### src/alu_settings.svh
/* queue depth, credit and tag width macros
   shared by every block of the ALU execution unit */
`ifndef ALU_SETTINGS_SVH
`define ALU_SETTINGS_SVH

// command queue entries, also the credits the upstream starts with
`define ALU_INGRESS_DEPTH 4

// result queue entries, also the internal credits held by the ingress
`define ALU_EGRESS_DEPTH 4

// downstream buffer size, credits the egress starts with
`define ALU_OUT_CREDITS 2

// width of the tag that follows a command to its result
`define ALU_TAG_WIDTH 4

`endif

### src/aluOpPkg.sv
/* command-side types: opcode enum and command struct */
`default_nettype none

`include "alu_settings.svh"

package aluOpPkg;

    // 6502 style operations
    typedef enum logic [2:0] {
        // add with carry, BCD capable
        ADC = 3'd0,
        // subtract with borrow, BCD capable
        SBC = 3'd1,
        AND = 3'd2,
        EOR = 3'd3,
        ORA = 3'd4,
        // shifts work on operand a only
        ASL = 3'd5,
        LSR = 3'd6,
        ROR = 3'd7
    } aluOpT;

    // one command as it enters the unit
    typedef struct packed {
        aluOpT                     op;
        logic [7:0]                a;
        logic [7:0]                b;
        // also the bit rotated in by ROR
        logic                      carryIn;
        // only honoured for ADC and SBC
        logic                      decimal;
        logic [`ALU_TAG_WIDTH-1:0] tag;
    } aluCmdT;

endpackage

`default_nettype wire

### src/aluFlowPkg.sv
/* result-side types: flag struct, result struct
   and the stage struct between binary ALU and decimal adjust */
`default_nettype none

`include "alu_settings.svh"

package aluFlowPkg;

    // status flags produced per result
    typedef struct packed {
        logic n;
        logic v;
        logic z;
        logic c;
    } aluFlagsT;

    // one result as it leaves the unit
    typedef struct packed {
        logic [7:0]                value;
        aluFlagsT                  flags;
        logic [`ALU_TAG_WIDTH-1:0] tag;
    } aluResultT;

    // binary ALU output, registered before decimal correction
    typedef struct packed {
        logic                      valid;
        aluOpPkg::aluOpT           op;
        logic                      decimal;
        logic [7:0]                sum;
        logic                      halfCarry;
        logic                      carry;
        logic                      overflow;
        logic [`ALU_TAG_WIDTH-1:0] tag;
    } aluStageT;

endpackage

`default_nettype wire

### src/cmdIngress.sv
/* command queue with upstream credit return and
   issue into the pipeline gated by internal credits */
`default_nettype none

`include "alu_settings.svh"

module cmdIngress (
    input  wire                 phi2,
    input  wire                 arstN,
    input  wire                 cmdValid,
    input  wire aluOpPkg::aluCmdT cmd,
    input  wire                 slotFree,
    output logic                cmdCredit,
    output logic                issueValid,
    output aluOpPkg::aluCmdT    issueCmd
);
    import aluOpPkg::*;

    localparam int PtrW = $clog2(`ALU_INGRESS_DEPTH);
    localparam int CntW = $clog2(`ALU_INGRESS_DEPTH + 1);
    localparam int CrdW = $clog2(`ALU_EGRESS_DEPTH + 1);

    aluCmdT          queueMem [`ALU_INGRESS_DEPTH];
    logic [PtrW-1:0] wrPtr;
    logic [PtrW-1:0] rdPtr;
    logic [CntW-1:0] count;
    logic [CrdW-1:0] credits;
    logic            pop;

    function automatic logic [PtrW-1:0] nextPtr(input logic [PtrW-1:0] ptr);
        return (ptr == PtrW'(`ALU_INGRESS_DEPTH - 1)) ? '0 : ptr + 1'b1;
    endfunction

    // an entry may only leave once a result slot is reserved for it
    assign pop        = (count != '0) && (credits != '0);
    assign issueValid = pop;
    assign issueCmd   = queueMem[rdPtr];
    // the freed entry goes straight back to the upstream
    assign cmdCredit  = pop;

    always_ff @(posedge phi2 or negedge arstN) begin
        if (!arstN) begin
            wrPtr   <= '0;
            rdPtr   <= '0;
            count   <= '0;
            credits <= CrdW'(`ALU_EGRESS_DEPTH);
        end else begin
            if (cmdValid) begin
                wrPtr <= nextPtr(wrPtr);
            end
            if (pop) begin
                rdPtr <= nextPtr(rdPtr);
            end
            count   <= count + CntW'(cmdValid) - CntW'(pop);
            credits <= credits + CrdW'(slotFree) - CrdW'(pop);
        end
    end

    always_ff @(posedge phi2) begin
        if (cmdValid) begin
            queueMem[wrPtr] <= cmd;
        end
    end

    // upstream credit discipline keeps the queue from overflowing
    assert property (@(posedge phi2) disable iff (!arstN)
        cmdValid |-> (count != CntW'(`ALU_INGRESS_DEPTH)))
        else $error("cmdIngress: command pushed into a full queue");

    // egress never frees more slots than were reserved
    assert property (@(posedge phi2) disable iff (!arstN)
        credits <= CrdW'(`ALU_EGRESS_DEPTH))
        else $error("cmdIngress: internal credit count above egress depth");

endmodule

`default_nettype wire

### src/aluCore.sv
/* binary ALU stage: add, subtract, logic and shift ops,
   registered together with half carry, carry and overflow */
`default_nettype none

module aluCore (
    input  wire                   phi2,
    input  wire                   arstN,
    input  wire                   issueValid,
    input  wire aluOpPkg::aluCmdT issueCmd,
    output aluFlowPkg::aluStageT  stage
);
    import aluOpPkg::*;
    import aluFlowPkg::*;

    aluStageT   nextStage;
    aluStageT   stageData;
    logic       stageValid;
    logic [7:0] bOp;
    logic [4:0] lowSum;
    logic [4:0] highSum;

    always_comb begin
        // SBC is a + ~b + carry, borrow is the inverted carry
        bOp     = (issueCmd.op == SBC) ? ~issueCmd.b : issueCmd.b;
        // two nibble steps so the half carry is visible
        lowSum  = {1'b0, issueCmd.a[3:0]} + {1'b0, bOp[3:0]} + 5'(issueCmd.carryIn);
        highSum = {1'b0, issueCmd.a[7:4]} + {1'b0, bOp[7:4]} + 5'(lowSum[4]);

        nextStage         = '0;
        nextStage.op      = issueCmd.op;
        nextStage.decimal = issueCmd.decimal;
        nextStage.tag     = issueCmd.tag;
        // logic ops keep the incoming carry
        nextStage.carry   = issueCmd.carryIn;

        unique case (issueCmd.op)
            ADC, SBC: begin
                nextStage.sum       = {highSum[3:0], lowSum[3:0]};
                nextStage.halfCarry = lowSum[4];
                nextStage.carry     = highSum[4];
                // same operand signs but a different sum sign
                nextStage.overflow  = (issueCmd.a[7] == bOp[7]) &&
                                      (highSum[3] != issueCmd.a[7]);
            end
            AND: begin
                nextStage.sum = issueCmd.a & issueCmd.b;
            end
            EOR: begin
                nextStage.sum = issueCmd.a ^ issueCmd.b;
            end
            ORA: begin
                nextStage.sum = issueCmd.a | issueCmd.b;
            end
            ASL: begin
                nextStage.sum   = {issueCmd.a[6:0], 1'b0};
                nextStage.carry = issueCmd.a[7];
            end
            LSR: begin
                nextStage.sum   = {1'b0, issueCmd.a[7:1]};
                nextStage.carry = issueCmd.a[0];
            end
            ROR: begin
                nextStage.sum   = {issueCmd.carryIn, issueCmd.a[7:1]};
                nextStage.carry = issueCmd.a[0];
            end
        endcase
    end

    always_ff @(posedge phi2 or negedge arstN) begin
        if (!arstN) begin
            stageValid <= 1'b0;
        end else begin
            stageValid <= issueValid;
        end
    end

    always_ff @(posedge phi2) begin
        if (issueValid) begin
            stageData <= nextStage;
        end
    end

    always_comb begin
        stage       = stageData;
        stage.valid = stageValid;
    end

endmodule

`default_nettype wire

### src/decimalAdjust.sv
/* decimal adjust stage: BCD correction for ADC and SBC,
   final flag assembly and the result register */
`default_nettype none

module decimalAdjust (
    input  wire                       phi2,
    input  wire                       arstN,
    input  wire aluFlowPkg::aluStageT stage,
    output logic                      resultValid,
    output aluFlowPkg::aluResultT     result
);
    import aluOpPkg::*;
    import aluFlowPkg::*;

    aluResultT  nextResult;
    logic       bcdMode;
    logic       lowAdj;
    logic       highAdj;
    logic       carryOut;
    logic [8:0] midSum;
    logic [7:0] corr;

    always_comb begin
        bcdMode  = stage.decimal && ((stage.op == ADC) || (stage.op == SBC));
        lowAdj   = 1'b0;
        highAdj  = 1'b0;
        carryOut = stage.carry;
        midSum   = {1'b0, stage.sum};

        if (bcdMode && (stage.op == ADC)) begin
            lowAdj   = (stage.sum[3:0] > 4'd9) || stage.halfCarry;
            midSum   = {1'b0, stage.sum} + (lowAdj ? 9'h006 : 9'h000);
            highAdj  = stage.carry || (midSum > 9'h099);
            carryOut = highAdj;
        end else if (bcdMode) begin
            // subtract: a borrow out of a nibble needs the 6 taken off
            lowAdj  = !stage.halfCarry;
            highAdj = !stage.carry;
        end

        // 0x06 and 0x60 correction terms
        corr = {1'b0, highAdj, highAdj, 1'b0, 1'b0, lowAdj, lowAdj, 1'b0};

        nextResult.value   = (stage.op == SBC) ? stage.sum - corr : stage.sum + corr;
        // N, V and Z follow the binary result even in decimal mode
        nextResult.flags.n = stage.sum[7];
        nextResult.flags.v = stage.overflow;
        nextResult.flags.z = (stage.sum == 8'h00);
        nextResult.flags.c = carryOut;
        nextResult.tag     = stage.tag;
    end

    always_ff @(posedge phi2 or negedge arstN) begin
        if (!arstN) begin
            resultValid <= 1'b0;
        end else begin
            resultValid <= stage.valid;
        end
    end

    always_ff @(posedge phi2) begin
        if (stage.valid) begin
            result <= nextResult;
        end
    end

    // a logic or shift op leaves its sum untouched in the registered result
    assert property (@(posedge phi2) disable iff (!arstN)
        (stage.valid && !(stage.op inside {ADC, SBC})) |=>
            (result.value == $past(stage.sum)))
        else $error("decimalAdjust: BCD correction on a logic or shift op");

endmodule

`default_nettype wire

### src/resultEgress.sv
/* result queue with downstream credit counter and
   internal slot release back to the ingress */
`default_nettype none

`include "alu_settings.svh"

module resultEgress (
    input  wire                        phi2,
    input  wire                        arstN,
    input  wire                        resultValid,
    input  wire aluFlowPkg::aluResultT result,
    input  wire                        resCredit,
    output logic                       resValid,
    output aluFlowPkg::aluResultT      res,
    output logic                       slotFree
);
    import aluFlowPkg::*;

    localparam int PtrW = $clog2(`ALU_EGRESS_DEPTH);
    localparam int CntW = $clog2(`ALU_EGRESS_DEPTH + 1);
    localparam int OutW = $clog2(`ALU_OUT_CREDITS + 1);

    aluResultT       queueMem [`ALU_EGRESS_DEPTH];
    logic [PtrW-1:0] wrPtr;
    logic [PtrW-1:0] rdPtr;
    logic [CntW-1:0] count;
    logic [OutW-1:0] outCredits;

    function automatic logic [PtrW-1:0] nextPtr(input logic [PtrW-1:0] ptr);
        return (ptr == PtrW'(`ALU_EGRESS_DEPTH - 1)) ? '0 : ptr + 1'b1;
    endfunction

    // head entry goes out whenever the downstream has room
    assign resValid = (count != '0) && (outCredits != '0);
    assign res      = queueMem[rdPtr];
    // each delivery frees a slot the ingress may reserve again
    assign slotFree = resValid;

    always_ff @(posedge phi2 or negedge arstN) begin
        if (!arstN) begin
            wrPtr      <= '0;
            rdPtr      <= '0;
            count      <= '0;
            outCredits <= OutW'(`ALU_OUT_CREDITS);
        end else begin
            if (resultValid) begin
                wrPtr <= nextPtr(wrPtr);
            end
            if (resValid) begin
                rdPtr <= nextPtr(rdPtr);
            end
            count      <= count + CntW'(resultValid) - CntW'(resValid);
            outCredits <= outCredits + OutW'(resCredit) - OutW'(resValid);
        end
    end

    always_ff @(posedge phi2) begin
        if (resultValid) begin
            queueMem[wrPtr] <= result;
        end
    end

    // slots reserved at issue guarantee room for every item in flight
    assert property (@(posedge phi2) disable iff (!arstN)
        resultValid |-> (count != CntW'(`ALU_EGRESS_DEPTH)))
        else $error("resultEgress: result written into a full queue");

    // the downstream never hands back more credits than it was granted
    assert property (@(posedge phi2) disable iff (!arstN)
        outCredits <= OutW'(`ALU_OUT_CREDITS))
        else $error("resultEgress: downstream credit count above buffer size");

endmodule

`default_nettype wire

### src/aluUnit.sv
/* top level of the ALU execution unit: ingress queue,
   binary ALU, decimal adjust and egress queue */
`default_nettype none

module aluUnit (
    input  wire                   phi2,
    input  wire                   arstN,
    input  wire                   cmdValid,
    input  wire aluOpPkg::aluCmdT cmd,
    input  wire                   resCredit,
    output logic                  cmdCredit,
    output logic                  resValid,
    output aluFlowPkg::aluResultT res
);
    import aluOpPkg::*;
    import aluFlowPkg::*;

    logic      issueValid;
    aluCmdT    issueCmd;
    aluStageT  stage;
    logic      resultValid;
    aluResultT result;
    // egress slot released, credit back to the ingress
    logic      slotFree;

    cmdIngress ingress (
        .phi2       (phi2),
        .arstN      (arstN),
        .cmdValid   (cmdValid),
        .cmd        (cmd),
        .slotFree   (slotFree),
        .cmdCredit  (cmdCredit),
        .issueValid (issueValid),
        .issueCmd   (issueCmd)
    );

    aluCore core (
        .phi2       (phi2),
        .arstN      (arstN),
        .issueValid (issueValid),
        .issueCmd   (issueCmd),
        .stage      (stage)
    );

    decimalAdjust adjust (
        .phi2        (phi2),
        .arstN       (arstN),
        .stage       (stage),
        .resultValid (resultValid),
        .result      (result)
    );

    resultEgress egress (
        .phi2        (phi2),
        .arstN       (arstN),
        .resultValid (resultValid),
        .result      (result),
        .resCredit   (resCredit),
        .resValid    (resValid),
        .res         (res),
        .slotFree    (slotFree)
    );

endmodule

`default_nettype wire

### config.mk
export PLATFORM = sky130hd
export DESIGN_NAME = aluUnit
export DESIGN_NICKNAME = d
export VERILOG_FILES = /design/src/aluOpPkg.sv /design/src/aluFlowPkg.sv /design/src/cmdIngress.sv /design/src/aluCore.sv /design/src/decimalAdjust.sv /design/src/resultEgress.sv /design/src/aluUnit.sv
export VERILOG_INCLUDE_DIRS = /design/src
export SDC_FILE = /design/constraint.sdc
export NUM_CORES = 1
export LEC_CHECK = 0
export BUFFER_PORTS_ARGS = -buffer_cell sky130_fd_sc_hd__buf_2
export CELL_PAD_IN_SITES_DETAIL_PLACEMENT = 0
export CELL_PAD_IN_SITES_GLOBAL_PLACEMENT = 1
export CORE_MARGIN = 1
export CORE_UTILIZATION = 45
export DETAILED_ROUTE_END_ITERATION = 12
export HOLD_SLACK_MARGIN = 0.06
export PLACE_DENSITY_LB_ADDON = 0.1
export SLEW_MARGIN = 20
export SYNTH_ARGS = -nofsm -noshare
export SYNTH_HDL_FRONTEND = slang
export SYNTH_HIERARCHICAL = 1
export SYNTH_SLANG_ARGS = --single-unit
### constraint.sdc
create_clock -name phi2 -period 6.7 [get_ports phi2]
set_clock_uncertainty 0.1 [all_clocks]
set_input_delay 0.67 -clock phi2 [delete_from_list [all_inputs] [get_ports phi2]]
set_output_delay 0.67 -clock phi2 [all_outputs]
set_load 0.005 [all_outputs]
==> flow_metrics.py, run 1 <==
metrics = {
    "grt": {
        "gr-total-overflow": 0,
        "antenna_found_initial": 0,
        "grt_use_total": 0.154,
        "grt_pass1_wl_um": 26600,
        "grt_start_max_net_pins": 26,
        "grt_pass1_vias": 5101,
    },
    "sta": {
        "hold_viol": 0,
        "rsz0062_at_grt": "false",
        "setup_viol": 0,
        "setup_slack_ps": 1230,
        "period_share": 0.817,
        "fin_setup_tns_ps": 0,
        "slew-limit-headroom": 0.404,
        "period_minus_slack_ps": 5470,
        "clock.fmax_mhz": 183,
        "drv_slew": 0,
        "tightestPinTransition_ps": 895,
    },
    "cts": {
        "htreeDepth": 1,
        "clk_pin_slew_ps": 60,
        "clockBufferDepth": 3,
        "clk_latency_ps": 520,
        "cts_resized": 0,
        "cts_tree": "built",
        "cts_buffers": 23,
        "cts_root_buf": "clkbuf_16",
        "clkSinkCount": 220,
    },
    "detailed_routing": {
        "via_count": 4709,
        "wirelength_um": 16200,
        "antenna_left": 0,
        "first_iter_violations": 208,
        "wl_per_cell_um": 18.1,
        "via_per_inst": 5.26,
        "drc": 0,
        "drtPass1Iterations": 4,
    },
    "power_and_ir_drop": {
        "finalPower_mw": 3.38,
        "p_leak_nw": 4.03,
        "ir_worst_vdd_mv": 0.213,
        "power_density_nw_per_um2": 305,
    },
    "floorplan": {
        "die_h_um": 150,
        "coreArea_um2": 21200,
        "start_util": 0.464,
        "die_w_um": 150,
        "num_rows": 53,
        "dieArea_um2": 22500,
        "ios": 47,
    },
    "worst_setup_path": {
        "cp_max_fo": 25,
        "required_ps": 6860,
        "worstSetupEndpointType": "register",
        "path_buf_inv": 3,
        "crit_top_cell": "fa_1",
        "crit_arrival_ps": 5630,
        "crit_family": "adder cells",
        "cpPeakStageDelay_ps": 780,
        "cp-start-kind": "register",
        "path_class": "reg2reg",
        "critPathSlowestCell": "mux4_2",
        "cp_cell_sequence": "buf_4, mux4_2, inv_2, nor3_4, xnor2_1, fa_1, fa_1, a21o_1, a21oi_1, fa_1, inv_1, fa_1, a21o_1, a21o_1, mux4_2",
    },
    "final_layout": {
        "area_delta_synth_final_pct": 12.5,
        "drive_gt1_frac": 0.235,
        "fillCellCount": 1729,
        "design_area_um2": 11100,
        "n_antenna_cell": 0,
        "finalNetCount": 687,
        "fin_util": 0.523,
        "multi_input_area_um2": 3040,
        "regArea_um2": 6500,
    },
    "logic_synthesis": {
        "synth_cells": 543,
        "yosys_most_used_dff": "edfxtp_1",
        "synth_async_sr_flop_share": 0.0955,
        "avgSynthCellArea_um2": 18.1,
        "syn-num-nets": 627,
        "synth_area_um2": 9850,
        "ys_ff_latch": 220,
        "synth_largest_area_cell": "edfxtp_1",
        "ys_top_cells_by_area": "edfxtp_1 61%, mux4_2 7.3%, ha_1 5.8%",
        "synth_edf_count": 199,
        "synth_top_area_share": 0.607,
        "yosysSeqAreaShare": 0.660,
        "ys_types": 55,
        "yosysWarnings": 6,
    },
    "job": {
        "maxCapViolations": 0,
    },
    "worst_hold_path": {
        "hold_path.class": "in2reg",
    },
    "placement": {
        "port-buffer-count": 46,
        "preCtsSetupSlack_ps": 1200,
        "postPlaceCellArea_um2": 10300,
        "place.detailed.hpwl_um": 11000,
        "place_congestion": 0.828,
    },
    "status": {
        "status": "completed",
    },
}
[cell families after synthesis]
logic type / synth area share
DFF: 0.660
and+or+nand+nor: 0.0398
muxes: 0.134
buffers and inverters: 0.0314
adders and majority gates: 0.0767
AOI/OAI and AO/OA: 0.0354
xor gates and xnor gates: 0.0222
[repair_timing]
action,CTS,global route
hold buffers,1,0
setup buffers,0,0
hold endpoints to repair,19,0
[registers in the layout, summed over array words and instances, names as in the netlist]
signal / count
ingress/rdPtr: 2
core/stageValid: 1
egress/outCredits: 2
ingress/queueMem: 100
adjust/resultValid: 1
egress/count: 3
ingress/credits: 3
core/stage: 19
egress/wrPtr: 2
adjust/result: 16
ingress/wrPtr: 2
egress/rdPtr: 2
egress/queueMem: 64
ingress/count: 3
[cell usage after synthesis (2+ instances only)]
cell type  count
a211oi_1       2
a21o_1         7
a21oi_1       14
a41o_1         2
and2_1         9
and3_1         2
buf_12         3
buf_2          9
buf_4          3
buf_6          3
dfrtp_1       19
dfstp_2        2
edfxtp_1     199
fa_1           9
ha_1          46
inv_1         36
inv_2          2
mux2_2         3
mux2_4         7
mux2i_1        7
mux4_1        15
mux4_2        32
nand2_1       14
nand2b_1       4
nor2_1        17
nor2b_1        4
nor3_1         5
nor3_2         2
nor4_1         2
o21a_1         3
o21ai_0       11
o22ai_1        2
or3_1          2
or3b_4         2
xnor2_1       23
xor2_1         2
[path summary, 6_finish.rpt]
check	startpoint	endpoint	slack [ps]	depth (start not counted)
worst max-delay path	ingress/rdPtr[0]	core/stage[5]	1230	15
max in group asynchronous	arstN	egress/rdPtr[0]	5570	2
min in group asynchronous	arstN	ingress/count[2]	560	2
worst max register to register	ingress/rdPtr[0]	core/stage[5]	1230	15
worst min register to register	core/stage[0]	adjust/result[0]	320	0
worst min-delay path	cmd[20]	ingress/queueMem[2][20]	270	1
[per-stage QoR]
step                      hold WS (ps)  instances
final                              266        895
after global routing               253        895
after CTS                          247        895
after detailed placement           311        852
after global placement             305        852
after floorplan                    274        543
[cell usage in the layout (no fill, tap or decap), types with 9 or more instances in the layout]
cell type | netlist | routed
a21oi_1 | 14 | 14
and2_1 | 9 | 9
buf_2 | 9 | 46
clkbuf_16 | 0 | 23
dfrtp_1 | 19 | 18
edfxtp_1 | 199 | 199
fa_1 | 9 | 9
ha_1 | 46 | 46
inv_1 | 36 | 36
mux4_1 | 15 | 15
mux4_2 | 32 | 32
nand2_1 | 14 | 14
nor2_1 | 17 | 17
o21ai_0 | 11 | 11
xnor2_1 | 23 | 23
[layout make-up]
class	count	area share
sequential	220	0.587
multi-input combinational	266	0.274
clock buffer	27	0.0542
tap	275	0.0310
timing repair buffer	53	0.0257
clock inverter	15	0.0150
inverter	39	0.0133
[where the power goes]
| group | switching, mW | internal, mW | leakage, nW |
|---|---|---|---|
| Clock | 0.526 | 0.734 | 0.365 |
| Combinational | 0.247 | 0.203 | 1.60 |
| Sequential | 0.0386 | 1.63 | 2.06 |
| Total | 0.812 | 2.57 | 4.03 |
[per-layer routing]
metal	track usage	part of all wire	vias to the layer above	routed length, um
met5	0	0	-	0
met4	0.0545	0.028	0	450
met3	0.0229	0.028	33	460
met2	0.271	0.50	66	8110
met1	0.192	0.44	2374	7140
li1	-	-	2236	-
Note: power is estimated with default switching activity, not from simulation.
==> run 2: changes to the inputs <==
==> constraint.sdc (replaced) <==
create_clock -name phi2 -period 4.9 [get_ports phi2]
set_clock_uncertainty 0.1 [all_clocks]
set_input_delay 0.49 -clock phi2 [delete_from_list [all_inputs] [get_ports phi2]]
set_output_delay 0.49 -clock phi2 [all_outputs]
set_load 0.005 [all_outputs]
==> flow_metrics.py, run 2 (synthesis gave the netlist of run 1 again) <==
metrics = {
    "grt": {
        "grt_pass1_wl_um": 26800,
        "gr-total-overflow": 0,
        "grt_use_total": 0.156,
        "grt_start_max_net_pins": 26,
        "antenna_found_initial": 0,
        "grt_pass1_vias": 5074,
    },
    "floorplan": {
        "start_util": 0.464,
        "num_rows": 53,
        "dieArea_um2": 22500,
        "ios": 47,
        "die_h_um": 150,
        "die_w_um": 150,
        "coreArea_um2": 21200,
    },
    "power_and_ir_drop": {
        "ir_worst_vdd_mv": 0.305,
        "clockPowerShare": 0.355,
        "p_seq_frac": 0.507,
        "power_switching_share": 0.236,
        "combPwrFrac": 0.138,
        "power_density_nw_per_um2": 407,
        "p_switching_mw": 1.06,
        "power.internal_mw": 3.45,
        "p_leak_nw": 4.04,
    },
    "status": {
        "status": "completed",
    },
    "detailed_routing": {
        "drc": 0,
        "via_per_inst": 5.30,
        "antenna_left": 0,
        "wirelength_um": 16500,
        "first_iter_violations": 247,
        "drtPass1Iterations": 4,
        "via_count": 4793,
        "wl_per_cell_um": 18.3,
    },
    "cts": {
        "clk_pin_slew_ps": 60,
        "cts_tree": "built",
        "htreeDepth": 1,
        "clkSinkCount": 220,
        "clockBufferDepth": 3,
        "cts_root_buf": "clkbuf_16",
        "cts_setup_buffers": 0,
        "cts_buffers": 24,
        "clk_latency_ps": 500,
    },
    "worst_setup_path": {
        "cp_cell_sequence": "buf_4, mux4_2, nor3_4, xnor2_1, fa_1, fa_1, a21o_1, a21oi_1, fa_1, inv_1, fa_1, a21o_1, a21o_1, mux4_2",
        "worstSetupEndpointType": "register",
        "required_ps": 5050,
        "critPathLaunch": "ingress/rdPtr[0]",
        "cp-start-kind": "register",
        "crit_top_cell": "fa_1",
        "crit_arrival_ps": 4700,
        "r2r_start": "ingress/rdPtr[0]",
        "path_class": "reg2reg",
        "critPathSlowestCell": "mux4_2",
        "cp_max_fo": 8,
        "cpPeakStageDelay_ps": 560,
    },
    "final_layout": {
        "largest_register_ffs": 100,
        "fin_util": 0.522,
        "mostFrequentLayoutCell": "edfxtp_1",
        "final_cell_mix": "199 x edfxtp_1, 46 x ha_1, 46 x buf_2, 36 x inv_1, 32 x mux4_2",
        "drive_gt1_frac": 0.232,
        "top_register": "ingress/queueMem",
        "n_antenna_cell": 0,
        "area_delta_synth_final_pct": 12.5,
        "finalNetCount": 696,
        "fillCellCount": 1743,
    },
    "job": {
        "maxCapViolations": 0,
    },
    "sta": {
        "period_minus_slack_ps": 4560,
        "setup_viol": 0,
        "rsz0062_at_grt": "false",
        "period_share": 0.930,
        "slew-limit-headroom": 0.396,
        "clock.fmax_mhz": 219,
        "tightestPinTransition_ps": 905,
        "hold_viol": 0,
        "drv_slew": 0,
        "fin_setup_tns_ps": 0,
    },
    "worst_hold_path": {
        "hold_path.startpoint": "cmd[20]",
        "hold_path.class": "in2reg",
    },
    "placement": {
        "port-buffer-count": 46,
        "place_congestion": 0.787,
        "place.detailed.hpwl_um": 11100,
    },
}
run 2: worst paths after layout:
kind	end	slack [ps]	cells past startpoint
setup reg to reg	core/stage[5]	340	14
min in group asynchronous	ingress/wrPtr[0]	390	2
max in group asynchronous	egress/rdPtr[0]	3940	2
hold reg to reg	adjust/result[6]	320	0
hold / removal	ingress/queueMem[3][20]	100	1
setup / recovery	core/stage[5]	340	14
run 2: power groups by stage:
stage                     Clock (mW)  Sequential [mW]  Combinational [mW]
after floorplan                    0             2.31               0.463
after global placement             0             2.32               0.620
after detailed placement           0             2.33               0.633
after CTS                       1.64             2.29               0.636
after global routing            1.72             2.30               0.706
final                           1.60             2.29               0.622
run 2: worst max-delay path, delay by kind of cell, from the launching register on:
kind                       cells  cell delay (ps)
and+or+nand+nor                1              220
xor gates and xnor gates       1              100
adders and majority gates      4             1470
muxes                          2              990
DFF                            1              370
buffers and inverters          2              270
AOI/OAI and AO/OA              4              770
run 2: metal layers:
layer	up-vias	global-route usage	routed length (um)
met2	88	0.281	8510
met4	0	0.0480	412
met1	2425	0.194	7060
met3	30	0.0241	519
li1	2250	-	-
met5	-	0	0
run 2: repair_timing:
item | in CTS | in global routing
hold buffers | 1 | 0
setup endpoints to repair | 0 | 0
hold endpoints to repair | 19 | 0
gates resized for setup | 0 | 0
run 2: cell type report:
class / count / area, um2 / share of cell area
clock inverter: 9 / 45.0 / 0.00406
multi-input combinational: 266 / 3040 / 0.274
tap: 275 / 344 / 0.0310
sequential: 220 / 6500 / 0.587
inverter: 39 / 148 / 0.0133
clock buffer: 34 / 659 / 0.0595
timing repair buffer: 61 / 345 / 0.0312
run 2: metrics by stage:
step	total power, mW	cells	hold slack, ps	area, um2	setup slack [ps]
2_1_floorplan	2.77	543	94.4	9850	93.5
3_3_place_gp	2.94	860	308	10400	366
3_5_place_dp	2.96	860	309	10400	311
4_1_cts	4.57	904	88.0	11100	295
5_1_grt	4.73	904	88.6	11100	139
6_report	4.51	904	104	11100	342
